## src/rtl/socPkg.sv

```systemverilog
`default_nettype none

package socPkg;

    // bus geometry
    localparam int addrWidth = 16;
    localparam int dataWidth = 32;
    localparam int byteLanes = dataWidth / 8;
    localparam int maxTimers = 8;

    // region code lives in the top address nibble
    localparam int regionLsb = 12;
    localparam int regionWidth = addrWidth - regionLsb;
    localparam logic [regionWidth-1:0] regionRam = 4'd0;
    localparam logic [regionWidth-1:0] regionTimer = 4'd1;
    localparam logic [regionWidth-1:0] regionIntc = 4'd2;

    // timers are packed 16 bytes apart from 0x1000
    localparam int timerStride = 16;
    localparam logic [addrWidth-1:0] timerControlOffset = 16'h0;
    localparam logic [addrWidth-1:0] timerReloadOffset = 16'h4;
    localparam logic [addrWidth-1:0] timerCountOffset = 16'h8;

    // interrupt controller registers
    localparam logic [addrWidth-1:0] intcPendingOffset = 16'h0;
    localparam logic [addrWidth-1:0] intcMaskOffset = 16'h4;

    typedef struct packed {
        logic                  read;
        logic                  write;
        logic [byteLanes-1:0]  byteEnable;
        logic [addrWidth-1:0]  address;
        logic [dataWidth-1:0]  writeData;
    } busRequestT;

    typedef struct packed {
        logic                  valid;
        logic [dataWidth-1:0]  data;
    } readResponseT;

    // enable in bit 0, autoReload in bit 1
    typedef struct packed {
        logic [dataWidth-3:0]  reserved;
        logic                  autoReload;
        logic                  enable;
    } timerControlT;

    // same write word, seen as reload value or as control fields
    typedef union packed {
        logic [dataWidth-1:0]  value;
        timerControlT          control;
    } timerWordT;

endpackage

`default_nettype wire

```

## src/rtl/readReturnMux.sv

```systemverilog
`timescale 1ns/1ps
`default_nettype none

module readReturnMux #(
    parameter int numTimers = 3
)(
    input  wire logic                  clk,
    input  wire logic                  reset,
    input  wire socPkg::readResponseT  ramResponse,
    input  wire socPkg::readResponseT  timerResponse [numTimers],
    input  wire socPkg::readResponseT  intcResponse,
    input  wire logic                  unmappedRead,
    output socPkg::readResponseT       response
);

    import socPkg::*;

    logic                  unmappedReadQ;
    logic [numTimers-1:0]  timerValid;
    logic [dataWidth-1:0]  timerData;

    // lines the unmapped pulse up with the one-cycle peripheral reads
    always_ff @(posedge clk) begin
        if (reset) begin
            unmappedReadQ <= 1'b0;
        end else begin
            unmappedReadQ <= unmappedRead;
        end
    end

    // gather the timer array
    always_comb begin
        timerValid = '0;
        timerData = '0;
        for (int i = 0; i < numTimers; i++) begin
            timerValid[i] = timerResponse[i].valid;
            if (timerResponse[i].valid) begin
                timerData |= timerResponse[i].data;
            end
        end
    end

    // only valid sources contribute, an unmapped read adds no data bits
    always_comb begin
        response.valid = ramResponse.valid || intcResponse.valid || |timerValid || unmappedReadQ;
        response.data = timerData;
        if (ramResponse.valid) begin
            response.data |= ramResponse.data;
        end
        if (intcResponse.valid) begin
            response.data |= intcResponse.data;
        end
    end

    // decoder routes each request to one target, so returns never collide
    assert property (@(posedge clk) disable iff (reset)
        $onehot0({ramResponse.valid, intcResponse.valid, timerValid, unmappedReadQ}));

endmodule

`default_nettype wire

```

## config.mk

```make
export PLATFORM = sky130hd
export DESIGN_NAME = readReturnMux
export DESIGN_NICKNAME = d
export VERILOG_FILES = /design/src/rtl/socPkg.sv /design/src/rtl/readReturnMux.sv
export SDC_FILE = /design/constraint.sdc
export NUM_CORES = 1
export LEC_CHECK = 0
export CORE_AREA = 2 2 79 81
export CTS_BUF_LIST = sky130_fd_sc_hd__clkbuf_8 sky130_fd_sc_hd__clkbuf_16
export DETAILED_ROUTE_END_ITERATION = 12
export DIE_AREA = 0 0 81 83
export DONT_BUFFER_PORTS = 1
export PLACE_DENSITY_LB_ADDON = 0.25
export SYNTH_ARGS = -nofsm -noshare
export SYNTH_HDL_FRONTEND = slang
export SYNTH_SLANG_ARGS = --single-unit
```

## constraint.sdc

```tcl
create_clock -name clk -period 0.8 [get_ports clk]
set_input_delay 0.16 -clock clk [delete_from_list [all_inputs] [get_ports clk]]
set_output_delay 0.16 -clock clk [all_outputs]
set_load 0.1 [all_outputs]
```

Word-level counts from Yosys, hierarchy flattened
Cells that the tools add are included.
{"block": "op_classes", "addsub": 0, "multipliers": 0, "n_div": 0, "order_cmp": 0, "eq_ne": 0, "shift": 0, "n_mux": 5, "n_bitwise": 4, "n_reduce_logical": 4}
{"cell": "32-bit two-way mux", "count": 5}
{"cell": "32-bit OR", "count": 4}
{"cell": "1-bit logical OR", "count": 3}
{"cell": "3-bit OR reduction", "count": 1}
{"block": "totals", "ff_bits": 1, "latch_bits": 0, "mem_bits_rw": 0, "mem_bits_ro": 0, "input_bits": 168, "output_inout_bits": 33, "wordCells": 14, "mem_count": 0}

Longest topological paths before layout
{"block": "depth", "depth_word": 9, "ltp_mapped": 4, "ltp_nobuf": 2}

Worst setup path after synthesis
OpenSTA, ideal clock, no wires.
{"block": "synth_timing", "kind": "input to output", "from": "in timerResponse[98] in the netlist's numbering", "to": "out response[22] in the netlist's numbering", "arrival_ps": 1280, "t_required_ps": 640, "setup_slack_ps": -640, "stages": 4, "path_buffers": 2, "cell_sequence": "buf_6 > buf_6 > a222oi_1 > nand2_1"}
{"element": "start, declared", "line": "readReturnMux.sv:10", "text": "input wire socPkg::readResponseT timerResponse [numTimers],"}
{"element": "end, declared", "line": "readReturnMux.sv:13", "text": "output socPkg::readResponseT response"}

==> out/results.txt <==
outcome: finished with violations
failing checks: negative setup slack
layout cell share with drive strength beyond 1: 60.00%
number of port buffers: 0
synthesized instance count: 121
fin nets: 335
setup_tns: -7.824 ns
die width: 81 um
Post-CTS Setup Inserts: 0
vias in the first global route: 1511
period utilization: 139.3%
total internal power: 984.3 uW
worst hold margin: 0.2356 ns
# placed instances: 240
fmax: 897.0 MHz
final std cell area, no fill: 1959 um^2
Starting DRT DRC Count: 136
vias per cell: 6.108
setup slack after layout: -0.3148 ns
# IOs: 201
Tmin final: 1.115 ns
ant diodes: 0
Core Util, Final: 33.69%
Filler cells: 596
switching share of power: 59.08%
Max Slew Vio Count: 0
Hold/Removal Path Class: input pin to flop
Seq/Total Area, Yosys: 2.309%
Placer Congestion: 0.7500
Die H: 83 um
P_sw: 1.421 mW
Fin. Hold Viols: 0
non-filler cells, final: 240
Routed WL: 5499 um
most common cell after layout, fill and taps aside: nand2_4
Clk network pwr share: 0%
crit start category: input pin
core area: 5816 um^2
total track usage: 14.27%
Slew headroom: 76.25%
register bit total from synthesis: 1
Hold Buf Count CTS: 0
final setup violation count: 33
Antenna Violating Nets Remaining: 0
area of the multi-input gates: 963.4 um^2
flip-flop count of the largest register after layout: 1
Worst EP arrival: 0.95 ns
Post-DP HPWL: 4468 um
largest net degree at the start of global routing: 34
DRT Pass-1 Iters: 6
sequential share of power: 2.3%
Leakage: 0.8924 nW
CTS clk-pin slew, worst paths: 0 ns
peak supply drop: 0.0006245 V
Placed Instance Area: 1958 um^2
P&R area growth vs syn: 126.0%
Ys Warns: 0
crit path kind: input pin to output pin
Syn Area/Cell: 7.166 um^2
most frequent cells in the layout: nand2_4, a222oi_1, a22oi_1, buf_12, buf_4
total of max-cap violations: 0
drc violations: 0
actual slew at the worst max-slew pin: 0.3562 ns
post-DR wirelength/cell: 22.91 um
Req. time, crit path: 0.64 ns
Largest Register: unmappedReadQ
Starting Density: 14.91%
die area: 6723 um^2
Pwr Density: 1228 nW/um^2
FF+latch area: 21.27 um^2
element type at the critical path end: output pin
# rows: 28
first-pass GRT wire length: 7803 um
gr ovfl total: 0
Yosys cell types: 10
syn nets: 289
CP Max Fanout: 1
area of the mapped netlist: 867.1 um^2
Logic pwr share: 97.7%
Vias: 1466
initial antenna violation count: 0
biggest regs: unmappedReadQ x1
RSZ-0062 raised after global routing: true
==> synthesized netlist by cell type, drive strengths merged <==
library cell | count | area [um^2]
nand2 | 33 | 123.9
nor4 | 1 | 6.260
a22oi | 32 | 240.2
a222oi | 32 | 320.3
nor2 | 1 | 3.750
buf | 17 | 135.1
clkbuf | 3 | 11.26
dfxtp | 1 | 20.02
nor2b | 1 | 6.260
==> timing repair <==
| item | 4_1_cts | 5_1_grt |
|---|---|---|
| gates resized for setup | 1 | 0 |
| cloned | 0 | 0 |
| pin swaps | 4 | 0 |
| endpoints found under the setup margin | 33 | 33 |
==> per-stage QoR <==
step | setup WS [ns] | total power [mW]
finish | -0.3148 | 2.405
global route | -0.3454 | 2.477
CTS | -0.3231 | 2.420
detailed placement | -0.3231 | 2.416
global placement | -0.2253 | 2.381
floorplan | -0.4671 | 1.707
==> layout make-up <==
type / count / area share (%)
Tap cell: 75 / 4.789
Multi-Input combinational cell: 100 / 49.17
Sequential cell: 1 / 1.086
Timing Repair Buffer: 64 / 44.96
==> critical path, cell delays in order <==
cell and delay (ns):
a222oi_1 0.38, buf_4 0.19, nand2_4 0.05, buf_12 0.17
==> per-layer routing <==
metal | vias up | wire, um | track usage, % | share of wire, %
met5 | - | 0 | 0 | 0
met4 | 0 | 91 | 1.695 | 1.7
met3 | 14 | 613 | 3.261 | 11
met2 | 148 | 3076 | 28.93 | 56
met1 | 678 | 1717 | 14.58 | 31
li1 | 626 | - | - | -
==> power groups by stage <==
stage	Sequential (mW)	Clock, mW	Combinational (mW)
after floorplan	0.0555	0	1.65
after global placement	0.0556	0	2.33
after detailed placement	0.0560	0	2.36
after CTS	0.0565	0	2.36
after global routing	0.0567	0	2.42
final	0.0564	0	2.35
==> cells by family (layout without fill, tap and decap cells) <==
kind of cell | count (synthesis) | after routing | synth area share, %
flip-flops | 1 | 1 | 2.309
AO/OA/AOI/OAI | 64 | 64 | 64.65
buffers and inverters | 20 | 64 | 16.88
AND/OR/NAND/NOR | 36 | 36 | 16.16
==> worst paths after layout <==
kind | start | end | slack, ns | cells past startpoint
worst max-delay path | timerResponse[91] | response[25] | -0.31 | 4
worst min-delay path | reset | unmappedReadQ$_SDFF_PP0_ | 0.24 | 1
No activity file was read; power rests on OpenSTA's default activity.
