==> src/rtl/socPkg.sv <==
`default_nettype none

package socPkg;

    // bus geometry
    localparam int addrWidth = 16;
    localparam int dataWidth = 32;
    localparam int byteLanes = dataWidth / 8;
    localparam int maxTimers = 8;

    // region code lives in the top address nibble
    localparam int regionLsb = 12;
    localparam int regionWidth = addrWidth - regionLsb;
    localparam logic [regionWidth-1:0] regionRam = 4'd0;
    localparam logic [regionWidth-1:0] regionTimer = 4'd1;
    localparam logic [regionWidth-1:0] regionIntc = 4'd2;

    // timers are packed 16 bytes apart from 0x1000
    localparam int timerStride = 16;
    localparam logic [addrWidth-1:0] timerControlOffset = 16'h0;
    localparam logic [addrWidth-1:0] timerReloadOffset = 16'h4;
    localparam logic [addrWidth-1:0] timerCountOffset = 16'h8;

    // interrupt controller registers
    localparam logic [addrWidth-1:0] intcPendingOffset = 16'h0;
    localparam logic [addrWidth-1:0] intcMaskOffset = 16'h4;

    typedef struct packed {
        logic                  read;
        logic                  write;
        logic [byteLanes-1:0]  byteEnable;
        logic [addrWidth-1:0]  address;
        logic [dataWidth-1:0]  writeData;
    } busRequestT;

    typedef struct packed {
        logic                  valid;
        logic [dataWidth-1:0]  data;
    } readResponseT;

    // enable in bit 0, autoReload in bit 1
    typedef struct packed {
        logic [dataWidth-3:0]  reserved;
        logic                  autoReload;
        logic                  enable;
    } timerControlT;

    // same write word, seen as reload value or as control fields
    typedef union packed {
        logic [dataWidth-1:0]  value;
        timerControlT          control;
    } timerWordT;

endpackage

`default_nettype wire

==> src/rtl/busDecoder.sv <==
`timescale 1ns/1ps
`default_nettype none

module busDecoder #(
    parameter int numTimers = 3
)(
    input  wire logic                clk,
    input  wire logic                reset,
    input  wire socPkg::busRequestT  request,
    output socPkg::busRequestT       ramRequest,
    output socPkg::busRequestT       timerRequest [numTimers],
    output socPkg::busRequestT       intcRequest,
    output logic                     unmappedRead
);

    import socPkg::*;

    // timer index sits between the stride bits and the region code
    localparam int strideBits = $clog2(timerStride);
    localparam int indexWidth = regionLsb - strideBits;

    logic [regionWidth-1:0]  region;
    logic [indexWidth-1:0]   timerIndex;
    logic                    isRam;
    logic                    isTimer;
    logic                    isIntc;

    // strobes and target selects, cleared by reset
    logic                    readQ;
    logic                    writeQ;
    logic                    ramSelQ;
    logic                    intcSelQ;
    logic [numTimers-1:0]    timerSelQ;
    logic                    unmappedReadQ;

    // payload of the request held for one cycle
    logic [byteLanes-1:0]    byteEnableQ;
    logic [addrWidth-1:0]    addressQ;
    logic [dataWidth-1:0]    writeDataQ;

    if (numTimers < 1 || numTimers > maxTimers) begin : gBadTimerCount
        $error("busDecoder numTimers must be from 1 to maxTimers");
    end

    assign region = request.address[addrWidth-1:regionLsb];
    assign timerIndex = request.address[regionLsb-1:strideBits];
    assign isRam = region == regionRam;
    assign isIntc = region == regionIntc;
    // timer slots past numTimers fall into unmapped space
    assign isTimer = region == regionTimer && timerIndex < numTimers;

    always_ff @(posedge clk) begin
        if (reset) begin
            readQ <= 1'b0;
            writeQ <= 1'b0;
            ramSelQ <= 1'b0;
            intcSelQ <= 1'b0;
            timerSelQ <= '0;
            unmappedReadQ <= 1'b0;
        end else begin
            readQ <= request.read;
            writeQ <= request.write;
            ramSelQ <= isRam;
            intcSelQ <= isIntc;
            for (int i = 0; i < numTimers; i++) begin
                timerSelQ[i] <= isTimer && timerIndex == indexWidth'(i);
            end
            // unmapped writes just vanish
            unmappedReadQ <= request.read && !isRam && !isIntc && !isTimer;
        end
    end

    always_ff @(posedge clk) begin
        byteEnableQ <= request.byteEnable;
        addressQ <= request.address;
        writeDataQ <= request.writeData;
    end

    // strobes only reach the selected target, address cut to its offset
    always_comb begin
        ramRequest = '{readQ && ramSelQ, writeQ && ramSelQ, byteEnableQ,
                       addrWidth'(addressQ[regionLsb-1:0]), writeDataQ};
        intcRequest = '{readQ && intcSelQ, writeQ && intcSelQ, byteEnableQ,
                        addrWidth'(addressQ[regionLsb-1:0]), writeDataQ};
        for (int i = 0; i < numTimers; i++) begin
            timerRequest[i] = '{readQ && timerSelQ[i], writeQ && timerSelQ[i], byteEnableQ,
                                addrWidth'(addressQ[strideBits-1:0]), writeDataQ};
        end
    end

    assign unmappedRead = unmappedReadQ;

    // master never reads and writes in one cycle
    assert property (@(posedge clk) disable iff (reset) !(request.read && request.write));

endmodule

`default_nettype wire

==> config.mk <==
export PLATFORM = sky130hd
export DESIGN_NAME = busDecoder
export DESIGN_NICKNAME = d
export VERILOG_FILES = /design/src/rtl/socPkg.sv /design/src/rtl/busDecoder.sv
export SDC_FILE = /design/constraint.sdc
export NUM_CORES = 1
export LEC_CHECK = 0
export ABC_CLOCK_PERIOD_IN_PS = 950
export BUFFER_PORTS_ARGS = -buffer_cell sky130_fd_sc_hd__buf_2
export CAP_MARGIN = 20
export CELL_PAD_IN_SITES_DETAIL_PLACEMENT = 2
export CELL_PAD_IN_SITES_GLOBAL_PLACEMENT = 2
export CORE_UTILIZATION = 16
export DETAILED_ROUTE_END_ITERATION = 6
export HOLD_SLACK_MARGIN = 0.08
export MAX_ROUTING_LAYER = met4
export PLACE_DENSITY_LB_ADDON = 0.2
export SLEW_MARGIN = 40
export SYNTH_ARGS = -nofsm -noshare
export SYNTH_HDL_FRONTEND = slang
export SYNTH_SLANG_ARGS = --single-unit
export TNS_END_PERCENT = 100
==> constraint.sdc <==
create_clock -name clk -period 0.95 [get_ports clk]
set_input_delay 0.0475 -clock clk [delete_from_list [all_inputs] [get_ports clk]]
set_output_delay 0.0475 -clock clk [all_outputs]
set_load 0.02 [all_outputs]
# Word-level counts from Yosys, hierarchy flattened
# Index checks and enable logic that the tools add are counted.
[word_totals] output_inout_bits=271 elab_cells=36 ff_bits=56 inputBits=56
[op_classes] n_eq_ne=4 magnitude_cmp=1 reduce_logical=22
[ops] op="$logic_and 1x1->1" count=17
[ops] op="$eq 8x1->1 const B" count=1
[ops] op="$eq 8x2->1 const B" count=1
[ops] op="$logic_not 8->1" count=1
[ops] op="$lt 8x2->1 const B" count=1
[ops] op="$eq 4x1->1 const B" count=1
[ops] op="$eq 4x2->1 const B" count=1
[ops] op="$logic_not 4->1" count=1
[ops] op="$logic_not 1->1" count=3

# Longest topological paths before layout
[depth] ltp_word=5 ltp_mapped=3 mapped_depth_nobuf=3

# Least setup slack after synthesis
# OpenSTA, ideal clock, no wires.
[synth_path] path_type="input -> register" from="input request[45] (netlist name)" to="register unmappedReadQ (netlist: unmappedRead)" stages=3 setup_time_ns=0.120 required_time_ns=0.830 slack_ns=0.168 n_path_buf=0 arrival_time_ns=0.662 cell_sequence="nor4_4 -> a31oi_1 -> o31a_1"
[synth_via] elab_chain_cells=5 word_cells_on_any_way=10 classes_between="2 x eq/ne; 8 x reduce/logical"
[synth_lines] item="start, declared" line_no="busDecoder.sv:9" source="input wire socPkg::busRequestT request,"
[synth_lines] item="$logic_not 4->1" line_no="busDecoder.sv:47" source="assign isRam = region == regionRam;"
[synth_lines] item="$logic_not 1->1" line_no="busDecoder.sv:69" source="unmappedReadQ <= request.read && !isRam && !isIntc && !isTimer;"
[synth_lines] item="$logic_and 1x1->1 (2 in a row)" line_no="busDecoder.sv:69"
[synth_lines] item="$logic_and 1x1->1 (*)" line_no="busDecoder.sv:69"
[synth_lines] item="end signal, assigned" line_no="busDecoder.sv:69"
[synth_lines] item="end, declared" line_no="busDecoder.sv:34" source="logic unmappedReadQ;"
# Every way passes the cells marked *; elsewhere a longest branch is shown, timed or not.
# A chain may end at the register's enable or synchronous reset.

==> impl_metrics.ini <==
[floorplan]
die_h_um = 137
core_mm2 = 0.0180
pin_count = 327
initial_core_util = 0.163
rows = 49
die-area_mm2 = 0.0188
die_w_um = 137

[global_routing]
gr-total-overflow = 0
grt_pass1_wl_um = 10500
grt_start_max_net_pins = 16
grt_usage = 0.0752
antenna_found_initial = 0
grt_pass1_vias = 2008

[yosys]
ys_types = 17
ys_ff_latch = 56
syn_area_per_cell_um2 = 9.95
yosysSeqAreaShare = 0.383
netlist_top_cells_area = buf_4 54%, dfxtp_1 38%, and2_1 2.1%
synth_top_cell_area_share = 0.544
ys.warnings.count = 0
syn-cell-area_mm2 = 0.00293
syn_inst = 294
synth_top_cell_by_area = buf_4

[detailed_routing]
via_count = 2137
drt-total-wl_um = 7910
drcViolationCount = 1
firstDrtPassIters = 6
drt_iter0_drc = 26
via_per_inst = 3.07
wl_per_cell_um = 11.3
ant_nets = 0

[cells_and_area]
seqCellArea_mm2 = 0.00118
diodes = 0
final_nets = 524
postLayoutCoreUtil = 0.227
multiInputGateArea_um2 = 397
drive_above_1_share = 0.750
area_delta_synth_final_pct = 39.2
nFillCells = 2119

[critical_path]
cp_slowest_stage_delay_ns = 0.36
worstSetupPathType = flop to output pin
startpoint_type = flop
path_cells = and2_4, buf_6
crit_arrival_ns = 0.92
required_ns = 0.90
cp_top_family = flip-flops
critPathBufInv = 1
end_kind = output pin
cp_max_fo = 5
crit_slowest_cell = dfxtp_4

[min_path]
hold_start = request[47]
hold_depth = 2
hold_class = input port to flop
hold_end = unmappedRead

[status]
violations = DRC, setup timing
outcome = finished, violations left

[power]
p_per_area_mw_per_mm2 = 1480
vdd_drop_max_v = 0.000585
p_total_mw = 6.02
p_leak_nw = 2.15

[clocking]
clkTransAtPathRegs_ns = 0.07
cts_num_sinks = 56
cts-root-buf = clkbuf_16
cts-hold-fix-buffers = 52
postCtsSetupBuffers = 0
numCtsBuffers = 5
clockBufferDepth = 2
htreeDepth = 2
cts_tree = done

[timing]
fin_ws_ns = -0.0188
fin_crit_sh = 1.02
setup_viol = 10
min_period_ns = 0.969
timing.hold.ws_ns = 0.00963
fmax_mhz = 1030
finalHoldViolations = 0
grt_setup_unrepaired = yes
drv_slew = 0

[place]
hpwl_um = 6340
dp_worst_setup_slack_ns = -0.106
port_buffers = 282
gp_congestion = 0.640

[job]
drv_cap = 0
==> cell usage after synthesis, drive strengths merged <==
| cell | number |
|---|---|
| and2 | 10 |
| o31a | 1 |
| nor3 | 2 |
| buf | 212 |
| nor2b | 2 |
| dfxtp | 56 |
| and3 | 1 |
| nor3b | 3 |
| conb | 1 |
| a31oi | 1 |
| nor4 | 1 |
| nand4 | 1 |
| nor4b | 1 |
| inv | 1 |
| nand2 | 1 |
==> routing by layer <==
metal,part of all wire,GRT usage,vias up
met4,0.0078,0.0311,0
met3,0.079,0.0180,6
met2,0.60,0.151,145
met1,0.32,0.0655,997
met5,0,-,-
li1,-,-,989
==> power breakdown <==
group | leakage, nW | internal, mW | switching [mW]
clock network | 0.0667 | 0.962 | 0.829
logic | 1.61 | 0.587 | 1.04
registers | 0.474 | 2.48 | 0.117
==> cell families after synthesis <==
kind of cell,Yosys count,share of synthesized area
simple gates,22,0.0654
buf+inv,213,0.545
compound gates,2,0.00513
flops,56,0.383
other cells,1,0.00128
==> final cells by class <==
| cell class | instances | area share |
|---|---|---|
| clock buffers | 6 | 0.0316 |
| inverters | 1 | 0.000921 |
| well taps | 229 | 0.0703 |
| flip-flops and latches | 56 | 0.291 |
| clock inverters | 1 | 0.00123 |
| multi-input cells | 68 | 0.0974 |
| repair buffers | 336 | 0.508 |
==> worst max path at each step <==
stage | startpoint | cells after the start | slack [ns] | end
after floorplan | request[45] | 3 | 0.17 | unmappedRead
after global placement | request[45] | 4 | -0.08 | unmappedRead
after detailed placement | request[45] | 4 | -0.11 | timerSelQ[1]
after CTS | readQ | 2 | -0.05 | ramRequest[53]
after global routing | readQ | 2 | -0.06 | timerRequest[161]
final | readQ | 2 | -0.02 | timerRequest[161]
==> state kept, by name (all words and copies together), names as in the netlist <==
name / flops
addressQ: 12
byteEnableQ: 4
intcSelQ: 1
ramSelQ: 1
readQ: 1
timerSelQ: 3
unmappedRead: 1
writeDataQ: 32
writeQ: 1
==> cell usage in the layout (no fill, tap or decap), types with 2 or more instances in the layout <==
cell / count
buf_4: 26
nor3b_2: 2
conb_1: 44
dfxtp_2: 41
buf_2: 248
buf_6: 10
dfxtp_4: 3
clkbuf_16: 5
dlygate4sd3_1: 52
nor2b_1: 2
and2_4: 10
dfxtp_1: 12
==> stage by stage <==
stage	instance area (µm²)	setup TNS, ns	instances
after floorplan	3090	0	337
after global placement	3210	-0.210	638
after detailed placement	3210	-0.388	638
after CTS	3980	-0.360	697
after global routing	4070	-0.520	697
final	4070	-0.143	697
==> timing repair <==
action | CTS | global route
hold endpoints to repair | 55 | 2
gates resized for setup | 50 | 51
setup endpoints to repair | 72 | 125
pin swaps | 1 | 1
No activity file was read; power rests on OpenSTA's default activity.
