## src/rtl/socPkg.sv

```systemverilog
`default_nettype none

package socPkg;

    // bus geometry
    localparam int addrWidth = 16;
    localparam int dataWidth = 32;
    localparam int byteLanes = dataWidth / 8;
    localparam int maxTimers = 8;

    // region code lives in the top address nibble
    localparam int regionLsb = 12;
    localparam int regionWidth = addrWidth - regionLsb;
    localparam logic [regionWidth-1:0] regionRam = 4'd0;
    localparam logic [regionWidth-1:0] regionTimer = 4'd1;
    localparam logic [regionWidth-1:0] regionIntc = 4'd2;

    // timers are packed 16 bytes apart from 0x1000
    localparam int timerStride = 16;
    localparam logic [addrWidth-1:0] timerControlOffset = 16'h0;
    localparam logic [addrWidth-1:0] timerReloadOffset = 16'h4;
    localparam logic [addrWidth-1:0] timerCountOffset = 16'h8;

    // interrupt controller registers
    localparam logic [addrWidth-1:0] intcPendingOffset = 16'h0;
    localparam logic [addrWidth-1:0] intcMaskOffset = 16'h4;

    typedef struct packed {
        logic                  read;
        logic                  write;
        logic [byteLanes-1:0]  byteEnable;
        logic [addrWidth-1:0]  address;
        logic [dataWidth-1:0]  writeData;
    } busRequestT;

    typedef struct packed {
        logic                  valid;
        logic [dataWidth-1:0]  data;
    } readResponseT;

    // enable in bit 0, autoReload in bit 1
    typedef struct packed {
        logic [dataWidth-3:0]  reserved;
        logic                  autoReload;
        logic                  enable;
    } timerControlT;

    // same write word, seen as reload value or as control fields
    typedef union packed {
        logic [dataWidth-1:0]  value;
        timerControlT          control;
    } timerWordT;

endpackage

`default_nettype wire

```

## src/rtl/interruptController.sv

```systemverilog
`timescale 1ns/1ps
`default_nettype none

module interruptController #(
    parameter int numTimers = 3
)(
    input  wire logic                  clk,
    input  wire logic                  reset,
    input  wire socPkg::busRequestT    intcRequest,
    input  wire logic [numTimers-1:0]  timerEvents,
    output socPkg::readResponseT       intcResponse,
    output logic                       interruptRequest
);

    import socPkg::*;

    logic [numTimers-1:0]  pendingQ;
    logic [numTimers-1:0]  maskQ;
    logic                  writePending;
    logic                  writeMask;
    logic [dataWidth-1:0]  readData;
    logic                  readValidQ;
    logic [dataWidth-1:0]  readDataQ;

    assign writePending = intcRequest.write && intcRequest.address == intcPendingOffset;
    assign writeMask = intcRequest.write && intcRequest.address == intcMaskOffset;

    always_ff @(posedge clk) begin
        if (reset) begin
            pendingQ <= '0;
            maskQ <= '0;
        end else begin
            // write-one-to-clear, a fresh event in the same cycle stays set
            if (writePending) begin
                pendingQ <= (pendingQ & ~intcRequest.writeData[numTimers-1:0]) | timerEvents;
            end else begin
                pendingQ <= pendingQ | timerEvents;
            end
            if (writeMask) begin
                maskQ <= intcRequest.writeData[numTimers-1:0];
            end
        end
    end

    // registers read back zero-extended
    always_comb begin
        case (intcRequest.address)
            intcPendingOffset: readData = dataWidth'(pendingQ);
            intcMaskOffset:    readData = dataWidth'(maskQ);
            default:           readData = '0;
        endcase
    end

    always_ff @(posedge clk) begin
        if (reset) begin
            readValidQ <= 1'b0;
        end else begin
            readValidQ <= intcRequest.read;
        end
    end

    always_ff @(posedge clk) begin
        readDataQ <= readData;
    end

    assign intcResponse = '{readValidQ, readDataQ};
    assign interruptRequest = |(pendingQ & maskQ);

endmodule

`default_nettype wire

```

## config.mk

```make
export PLATFORM = sky130hd
export DESIGN_NAME = interruptController
export DESIGN_NICKNAME = d
export VERILOG_FILES = /design/src/rtl/socPkg.sv /design/src/rtl/interruptController.sv
export SDC_FILE = /design/constraint.sdc
export NUM_CORES = 1
export LEC_CHECK = 0
export BUFFER_PORTS_ARGS = -buffer_cell sky130_fd_sc_hd__buf_2
export CAP_MARGIN = 30
export CORE_MARGIN = 1.5
export CORE_UTILIZATION = 28
export DETAILED_ROUTE_END_ITERATION = 7
export PLACE_DENSITY = 0.75
export SYNTH_ARGS = -nofsm -noshare
export SYNTH_HDL_FRONTEND = slang
export SYNTH_SLANG_ARGS = --single-unit
```

## constraint.sdc

```tcl
create_clock -name clk -period 1.1 [get_ports clk]
set_input_delay 0.055 -clock clk [delete_from_list [all_inputs] [get_ports clk]]
set_output_delay 0.055 -clock clk [all_outputs]
set_load 0.03 [all_outputs]
```

Word level (Yosys, flattened, before mapping)
Index checks and enable logic that the tools add are counted.
Widths: inputs -> output; s select.
{ "totals": {"out_inout_bits": 34, "wordCells": 16, "in_bits": 59, "ff_bits": 39} }
{ "op_classes": {"eq_ne": 1, "muxes": 2, "reduce_logical": 4, "bitwise_logic": 5} }
{ "ops": {"columns": ["operator", "count"], "rows": [
  ["$eq 16x3->1 const B", 1],
  ["$logic_not 16->1", 1],
  ["$and 3x3->3", 2],
  ["$or 3x3->3", 2],
  ["$pmux 3 s2", 1],
  ["$mux 3", 1],
  ["$not 3->3", 1],
  ["$reduce_or 3->1", 1],
  ["$logic_and 1x1->1", 2]
]} }

Logic depth before layout (Yosys ltp)
Gate-level depths: netlist of run 1.
{ "depth": {"word_depth": 4, "mapped_depth": 4, "ltp_nobuf": 4} }

Least setup slack after synthesis of run 1
OpenSTA, ideal clock, no wires.
{ "synth_path": {"kind": "input to register", "from": "in intcRequest[36] (netlist bit)", "to": "reg pendingQ[0]", "setup_ps": 127, "required_time_ps": 973, "slack_ps": 40, "path_buffers": 0, "cell_stages": 4, "arrival_time_ps": 933, "cell_sequence": "nor4_2 nand4_4 nor4b_2 nor3_1"} }
{ "synth_via": {"elab_chain_len": 3} }
{ "synth_lines": {"columns": ["element", "line", "rtl"], "rows": [
  ["start, declared", "interruptController.sv:9", "input wire socPkg::busRequestT intcRequest,"],
  ["$logic_not 16->1", "interruptController.sv:25", "assign writePending = intcRequest.write && intcRequest.address == intcPendingOffset;"],
  ["$logic_and 1x1->1", "interruptController.sv:25", null],
  ["$mux 3", "interruptController.sv:34", "if (writePending) begin"],
  ["end signal, assigned", "interruptController.sv:35", "pendingQ <= (pendingQ & ~intcRequest.writeData[numTimers-1:0]) | timerEvents;"],
  ["end signal, assigned", "interruptController.sv:37", "pendingQ <= pendingQ | timerEvents;"],
  ["end, declared", "interruptController.sv:17", "logic [numTimers-1:0] pendingQ;"]
]} }
No other way between the ends.
A chain may end at the register's enable or synchronous reset.

Worst setup path in the final report of run 1
{ "layout_path": {"from": "reg pendingQ[0]", "to": "out interruptRequest"} }
{ "layout_via": {"elab_chain_len": 2} }
{ "layout_lines": {"columns": ["element", "line", "rtl"], "rows": [
  ["$and 3x3->3", "interruptController.sv:67", "assign interruptRequest = |(pendingQ & maskQ);"],
  ["$reduce_or 3->1", "interruptController.sv:67", null],
  ["end, declared", "interruptController.sv:12", "output logic interruptRequest"]
]} }
No other way between the ends.

==> reports/metrics.cfg, run 1 <==
[status]
outcome = finished with violations
failed_checks = setup timing

[sta]
fin_crit_sh_pct = 115
finClkSkew_ns = 0.00116
hold_viol = 0
layout_min_cycle_time_ns = 1.26
grt_setup_unrepaired = true
slew_violations = 0
setup_slack_ns = -0.162
setup_viol = 1
max_freq_mhz = 792

[global_route]
antenna_found_initial = 0
grt_pass1_vias = 505
grt_usage_pct = 10.3
grt_overflow = 0
grt_max_degree = 11
grt_pass1_wl_um = 2010

[setup_path]
critPathSlowestCell = a222oi_1
crit_fanout = 2
cpPeakStageDelay_ns = 0.38
r2r_cells = 3
required_ns = 1.04
critPathCaptureType = output port
start_kind = flip-flop
worstPathCellList = a222oi_1 > inv_1 > buf_6
cp.arrival_ns = 1.21
path_class = flip-flop to output port

[clock_tree]
htree_levels = 1
clock_path_buffers = 2
insertion_delay_ns = 0.26
clock-sinks = 10
clock-root-buffer = clkbuf_4
cts_tree = done
cts_buffers = 3
clk_pin_slew_worst_paths_ns = 0.07

[place]
portBuffers = 30
hpwlAfterDp_um = 1240
placed_cells = 136
dp_slack_ns = -0.128
placed_area_um2 = 806
gp_congestion = 0.864

[synth]
synth_compound_area_share_pct = 1.37
yosysWarnings = 0
synth_edf_count = 0
synth.top_cell.area_share_pct = 30.8
synth_xor_area_share_pct = 0
yosys-top-cells-count = buf_4 (30), dfxtp_1 (10), nand2b_1 (7)
synth-simple-area-share_pct = 30.1
yosys_most_used_dff = dfxtp_1
yosys.area.top_type = buf_4
synth_seq_area_share_pct = 27.4
syn_avg_cell_area_um2 = 9.37
synthAdderAreaFrac_pct = 0
synthesis.area_um2 = 731
synth_cells = 78
ys_async_sr_fraction_pct = 0
yosys_register_bits = 10
ys_top_cells_by_area = buf_4 (31%), dfxtp_1 (27%), mux2i_1 (8.2%), nor4b_2 (6.2%), nand2b_1 (6.0%)
synth_top_family_by_area = buffers and inverters
ys_types = 17
yosysMostFrequentCell = buf_4
synthMuxAreaShare_pct = 8.22

[worst_hold_path]
hold_class = input port to flip-flop
holdPathStages = 2

[cells_and_area]
fin_cells = 142
syn_to_final_growth_pct = 18.5
fin_area_um2 = 866
drive_gt1_share_pct = 42.9
finalNetCount = 172
antenna_cells = 0

[drt]
drcViolationCount = 0
wl_per_cell_um = 9.94
num_vias = 571
detail-route-antenna-nets = 0
vias_per_cell = 4.02
routed_wirelength_um = 1410
drtPass1Iterations = 4
drt_iter0_drc = 10

[floorplanning]
rows = 18
initial_utilization_pct = 29.5
io_pins = 93
die_x_um = 54.1
dieArea_mm2 = 0.00293
coreArea_mm2 = 0.00248
die_height_um = 54.1

[flow_run]
maxCapViolations = 0

[power_and_ir_drop]
power.density_mw_per_mm2 = 1100
p_leak_uw = 0.000432
vdd_drop_max_v = 0.000861

## timing repair
item                                    4_1_cts  5_1_grt
pin swaps                                     1        1
hold buffers                                  0        0
buffers inserted                              1        1
hold endpoints to repair                      0        0
gates resized for setup                       3        1
endpoints found under the setup margin        1        1
## worst max-delay path, delay by kind of cell, from the launching register on
family	cells	cell delay [ns]
buf+inv	2	0.25
compound gates	1	0.38
flops	1	0.32
## sequential cells by signal (all words and copies together), names as in the netlist
| register | cells |
|---|---|
| maskQ | 3 |
| readValidQ | 1 |
| pendingQ | 3 |
| readDataQ | 3 |
## placed cells by master (no fill, tap or decap), drive strengths merged
master | netlist | routed
buf | 30 | 34
conb | 1 | 29
dfxtp | 10 | 10
nand2b | 7 | 7
nor2 | 7 | 7
mux2i | 6 | 6
nor3 | 4 | 4
clkbuf | 2 | 4
nor4b | 3 | 3
nor4 | 3 | 3
nand4 | 1 | 1
a222oi | 1 | 1
inv | 1 | 1
nand2 | 1 | 1
nor2b | 1 | 1
## kinds of logic after synthesis
kind of cell           Yosys count
flip-flops                      10
other                            1
multiplexers                     6
AO/OA/AOI/OAI                    1
AND/OR/NAND/NOR                 27
buffers and inverters           33
## layout make-up
class | instances | area (µm²)
multi-input cells | 63 | 399
clock buffers | 4 | 36.3
well taps | 30 | 37.5
flip-flops and latches | 10 | 203
inverters | 1 | 3.75
fillers | 284 | 1610
repair buffers | 34 | 186
## path summary, 6_finish.rpt
| path | endpoint | startpoint | slack (ns) |
|---|---|---|---|
| worst max register to register | readDataQ[0] | maskQ[0] | 0.36 |
| worst max-delay path | interruptRequest | pendingQ[0] | -0.16 |
| worst min register to register | maskQ[1] | maskQ[1] | 0.51 |
| worst min-delay path | readValidQ | intcRequest[53] | 0.008 |
## routing by layer
| layer | vias up | part of all wire (%) | wire [µm] | global-route usage, % |
|---|---|---|---|---|
| li1 | 269 | - | - | - |
| met1 | 261 | 34 | 476 | 9.62 |
| met2 | 39 | 52 | 739 | 17.1 |
| met3 | 2 | 13 | 180 | 6.94 |
| met4 | 0 | 1.1 | 16 | 5.00 |
| met5 | - | 0 | 0 | 0 |
## through the flow
stage | TNS [ns] | hold slack (ns) | power [µW] | utilization, %
5_1_grt | -0.234 | 0.0301 | 1000 | 34.9
3_3_place_gp | -0.407 | 0.289 | 617 | 32.5
2_1_floorplan | 0 | 0.183 | 640 | -
6_report | -0.162 | 0.00773 | 950 | 34.9
3_5_place_dp | -0.674 | 0.294 | 623 | 32.5
4_1_cts | -0.181 | 0.0150 | 955 | 34.6
## power by group
part           internal, µW  total (µW)  switching (µW)
registers               372         378            6.27
logic                  58.6         241             182
clock network           201         331             129
total                   632         950             318
(Power assumes the default switching activity.)
==> run 2: changes to the inputs <==
Settings changed: BUFFER_PORTS_ARGS -buffer_cell sky130_fd_sc_hd__buf_2 to -buffer_cell sky130_fd_sc_hd__buf_4, CORE_UTILIZATION 28 to 29, CTS_BUF_LIST from default to sky130_fd_sc_hd__clkbuf_8, PLACE_DENSITY 0.75 to 0.77.
==> reports/metrics.cfg, run 2 (same netlist as run 1, synthesis figures left out) <==
[clock_tree]
clk_pin_slew_worst_paths_ns = 0.05
clock_path_buffers = 2
cts_hold_buf = 0
htree_levels = 1
cts_buffers = 3
insertion_delay_ns = 0.23
cts_tree = done
clock-sinks = 10
clock-root-buffer = clkbuf_8

[floorplanning]
coreArea_mm2 = 0.00243
dieArea_mm2 = 0.00283
initial_utilization_pct = 30.0
io_pins = 93
die_height_um = 53.2
die_x_um = 53.2
rows = 18

[drt]
drcViolationCount = 0
vias_per_cell = 3.84
num_vias = 541
drt_iter0_drc = 9
routed_wirelength_um = 1440
drtPass1Iterations = 4
detail-route-antenna-nets = 0
wl_per_cell_um = 10.2

[setup_path]
cp.arrival_ns = 1.19
start_kind = flip-flop
worstPathCellList = a222oi_1 > inv_1 > buf_6
path_delay_family = compound AO/OA/AOI/OAI gates
critPathSlowestCell = a222oi_1
path_class = flip-flop to output port
cpPeakStageDelay_ns = 0.40
crit_fanout = 2
required_ns = 1.04
critPathCaptureType = output port
critPathBufInv = 2

[cells_and_area]
top_regs = maskQ (3), pendingQ (3), readDataQ (3)
syn_to_final_growth_pct = 32.5
antenna_cells = 0
fillers = 248
mostFrequentLayoutCells = buf_4 (32), conb_1 (29), nand2b_1 (7), dfxtp_1 (7)
finalNetCount = 171
fin_area_um2 = 968
drive_gt1_share_pct = 43.2
utilization_pct = 39.8
layout_commonest_cell = buf_4

[status]
failed_checks = setup timing
outcome = finished with violations

[power_and_ir_drop]
power.density_mw_per_mm2 = 1140
vdd_drop_max_v = 0.000505
p_leak_uw = 0.000460

[sta]
grt_setup_unrepaired = true
setup_viol = 1
max_freq_mhz = 805
fin_tns_setup_ns = -0.142
hold_viol = 0
fin_crit_sh_pct = 113
slew_violations = 0
setup_slack_ns = -0.142
finClkSkew_ns = 0.000916
layout_min_cycle_time_ns = 1.24

[flow_run]
maxCapViolations = 0

[global_route]
grt_pass1_wl_um = 2240
antenna_found_initial = 0
grt_usage_pct = 11.4
grt_overflow = 0
grt_max_degree = 11
grt_pass1_vias = 536

[place]
portBuffers = 30
hpwlAfterDp_um = 1190
gp_congestion = 0.849
placed_area_um2 = 881

[worst_hold_path]
hold_class = input port to flip-flop

## run 2: report_power, final
part,switching (µW),internal [µW],total [µW],leakage [µW]
logic,186,83.8,270,0.000348
clock network,135,314,449,0.0000288
registers,7.21,374,381,0.0000830
## run 2: what timing repair did
action / 4_1_cts / 5_1_grt
setup buffers: 1 / 0
gates resized for setup: 3 / 3
pin swaps: 1 / 0
setup endpoints to repair: 1 / 4
## run 2: per-stage QoR
stage	hold slack (ns)	instances	power (µW)	setup slack, ns
after floorplan	0.183	106	640	0.0397
after global placement	0.295	136	644	-0.0795
after detailed placement	0.302	136	648	-0.178
after CTS	0.0601	141	1100	-0.159
after global routing	0.0616	141	1150	-0.218
final	0.0508	141	1100	-0.142
## run 2: worst reg2reg max path, delay by kind of cell, from the launching register on
kind                   cells  cell delay (ns)
multiplexers               1             0.12
flip-flops                 1             0.31
buffers and inverters      1             0.13
AND/OR/NAND/NOR            1             0.05
## run 2: worst paths after layout
check                                startpoint          endpoint  slack (ns)  cells after the start
worst max-delay path                   maskQ[0]  interruptRequest       -0.14                      3
worst max register to register         maskQ[0]      readDataQ[0]        0.38                      3
worst min register to register         maskQ[2]          maskQ[2]        0.50                      2
worst min-delay path            intcRequest[53]        readValidQ        0.05                      2
## run 2: layout make-up
class	instances	area, µm²	share of cell area (%)
clock buffer	4	55.1	5.68
inverter	1	3.75	0.388
multi-input combinational	63	417	43.0
sequential	10	204	21.1
tap	30	37.5	3.88
timing repair buffer	33	251	26.0
## run 2: metal layers
metal  track usage (%)  share of wire (%)  vias up
li1                  -                  -      265
met1              9.08                 30      244
met2              21.9                 58       32
met3              6.21                 12        0
met4              5.56                  0        0
met5                 0                  0        -
==> run 3: changes to the inputs <==
Settings changed: PLACE_DENSITY 0.77 to 0.82.
==> reports/metrics.cfg, run 3 (same netlist as run 1, synthesis figures left out) <==
[floorplanning]
die_height_um = 53.2
dieArea_mm2 = 0.00283
initial_utilization_pct = 30.0
io_pins = 93
rows = 18
coreArea_mm2 = 0.00243
die_x_um = 53.2

[clock_tree]
htree_levels = 1
cts_buffers = 3
clock-root-buffer = clkbuf_8
insertion_delay_ns = 0.23
clock_path_buffers = 2
clk_pin_slew_worst_paths_ns = 0.05
cts_tree = done
cts_hold_buf = 0
clock-sinks = 10

[global_route]
grt_usage_pct = 9.62
grt_overflow = 0
met2_usage_pct = 16.9
antenna_found_initial = 0
gr-usage-met1_pct = 9.06
globalRouteMet3Util_pct = 3.11
busiest_layer = met2
grt_max_degree = 11
grt_pass1_vias = 481
grt_pass1_wl_um = 1900

[drt]
detail-route-antenna-nets = 0
drt_iter0_drc = 13
wl_per_cell_um = 8.99
vias_per_cell = 3.79
num_vias = 534
routed_wirelength_um = 1270
drcViolationCount = 0
drtPass1Iterations = 4

[flow_run]
maxCapViolations = 0

[place]
placed_cells = 136
hpwlAfterDp_um = 1100
gp_congestion = 0.699
portBuffers = 30

[sta]
finClkSkew_ns = 0.000777
fin_crit_sh_pct = 110
grt_setup_unrepaired = true
max_freq_mhz = 823
layout_min_cycle_time_ns = 1.21
fin_tns_setup_ns = -0.114
setup_slack_ns = -0.114
slew_violations = 0
hold_viol = 0
setup_viol = 1

[cells_and_area]
antenna_cells = 0
layout_commonest_cell = buf_4
finalNetCount = 171
fin_cells = 141
multi_input_area_um2 = 408
mostFrequentLayoutCells = buf_4 (32), conb_1 (29), dfxtp_1 (9), nand2b_1 (7)
fillers = 233
syn_to_final_growth_pct = 31.0
top_regs = maskQ (3), pendingQ (3), readDataQ (3)
register_area_um2 = 201
drive_gt1_share_pct = 41.4

[power_and_ir_drop]
p_leak_uw = 0.000458
power.density_mw_per_mm2 = 1150
vdd_drop_max_v = 0.000646

[setup_path]
cp.arrival_ns = 1.16
required_ns = 1.04
path_class = flip-flop to output port
start_kind = flip-flop
crit_fanout = 2
critPathCaptureType = output port

[status]
failed_checks = setup timing
outcome = finished with violations

[worst_hold_path]
hold_class = input port to flip-flop

[run 3: cell counts in the layout (fill, tap and decap cells not counted)]
No cell type changed its count.
[run 3: path summary, 6_finish.rpt]
check / start / endpoint / slack [ns] / cells past startpoint
hold / removal: intcRequest[53] / readValidQ / 0.05 / 2
hold reg to reg: maskQ[1] / maskQ[1] / 0.50 / 2
setup reg to reg: maskQ[0] / readDataQ[0] / 0.38 / 3
setup / recovery: maskQ[0] / interruptRequest / -0.11 / 3
[run 3: what timing repair did]
action	CTS	global route
gates resized for setup	2	1
gates cloned	0	0
setup buffers	1	0
endpoints found under the setup margin	1	2
pin swaps	1	0
[run 3: critical path: stages (launching register included)]
cell and delay [ns]:
dfxtp_2 0.32, a222oi_1 0.36, inv_1 0.10, buf_6 0.15
[run 3: through the flow]
stage	hold WS, ns	utilization (%)	worst slack, ns	instance area (µm²)	power [µW]
after CTS	0.0464	39.0	-0.132	948	1110
after global routing	0.0582	39.4	-0.206	957	1140
after detailed placement	0.292	36.2	-0.189	881	647
final	0.0455	39.4	-0.114	957	1100
after floorplan	0.183	-	0.0397	836	640
after global placement	0.293	36.2	-0.0920	881	642
[run 3: power by group]
group	internal, µW	switching, µW	leakage [µW]
Sequential	373	7.09	0.0000823
Combinational	82.6	181	0.000347
Clock	314	140	0.0000288
Total	770	329	0.000458
[run 3: layer usage]
| metal | routed length, µm | share of wire [%] |
|---|---|---|
| met1 | 446 | 35 |
| met2 | 687 | 54 |
| met3 | 115 | 9.1 |
| met4 | 19 | 1.5 |
| met5 | 0 | 0 |
[run 3: layout make-up]
class	count	area share, %
Multi-Input combinational cell	63	42.6
Sequential cell	10	21.0
Inverter	1	0.392
Clock buffer	4	5.75
Tap cell	30	3.92
Timing Repair Buffer	33	26.3
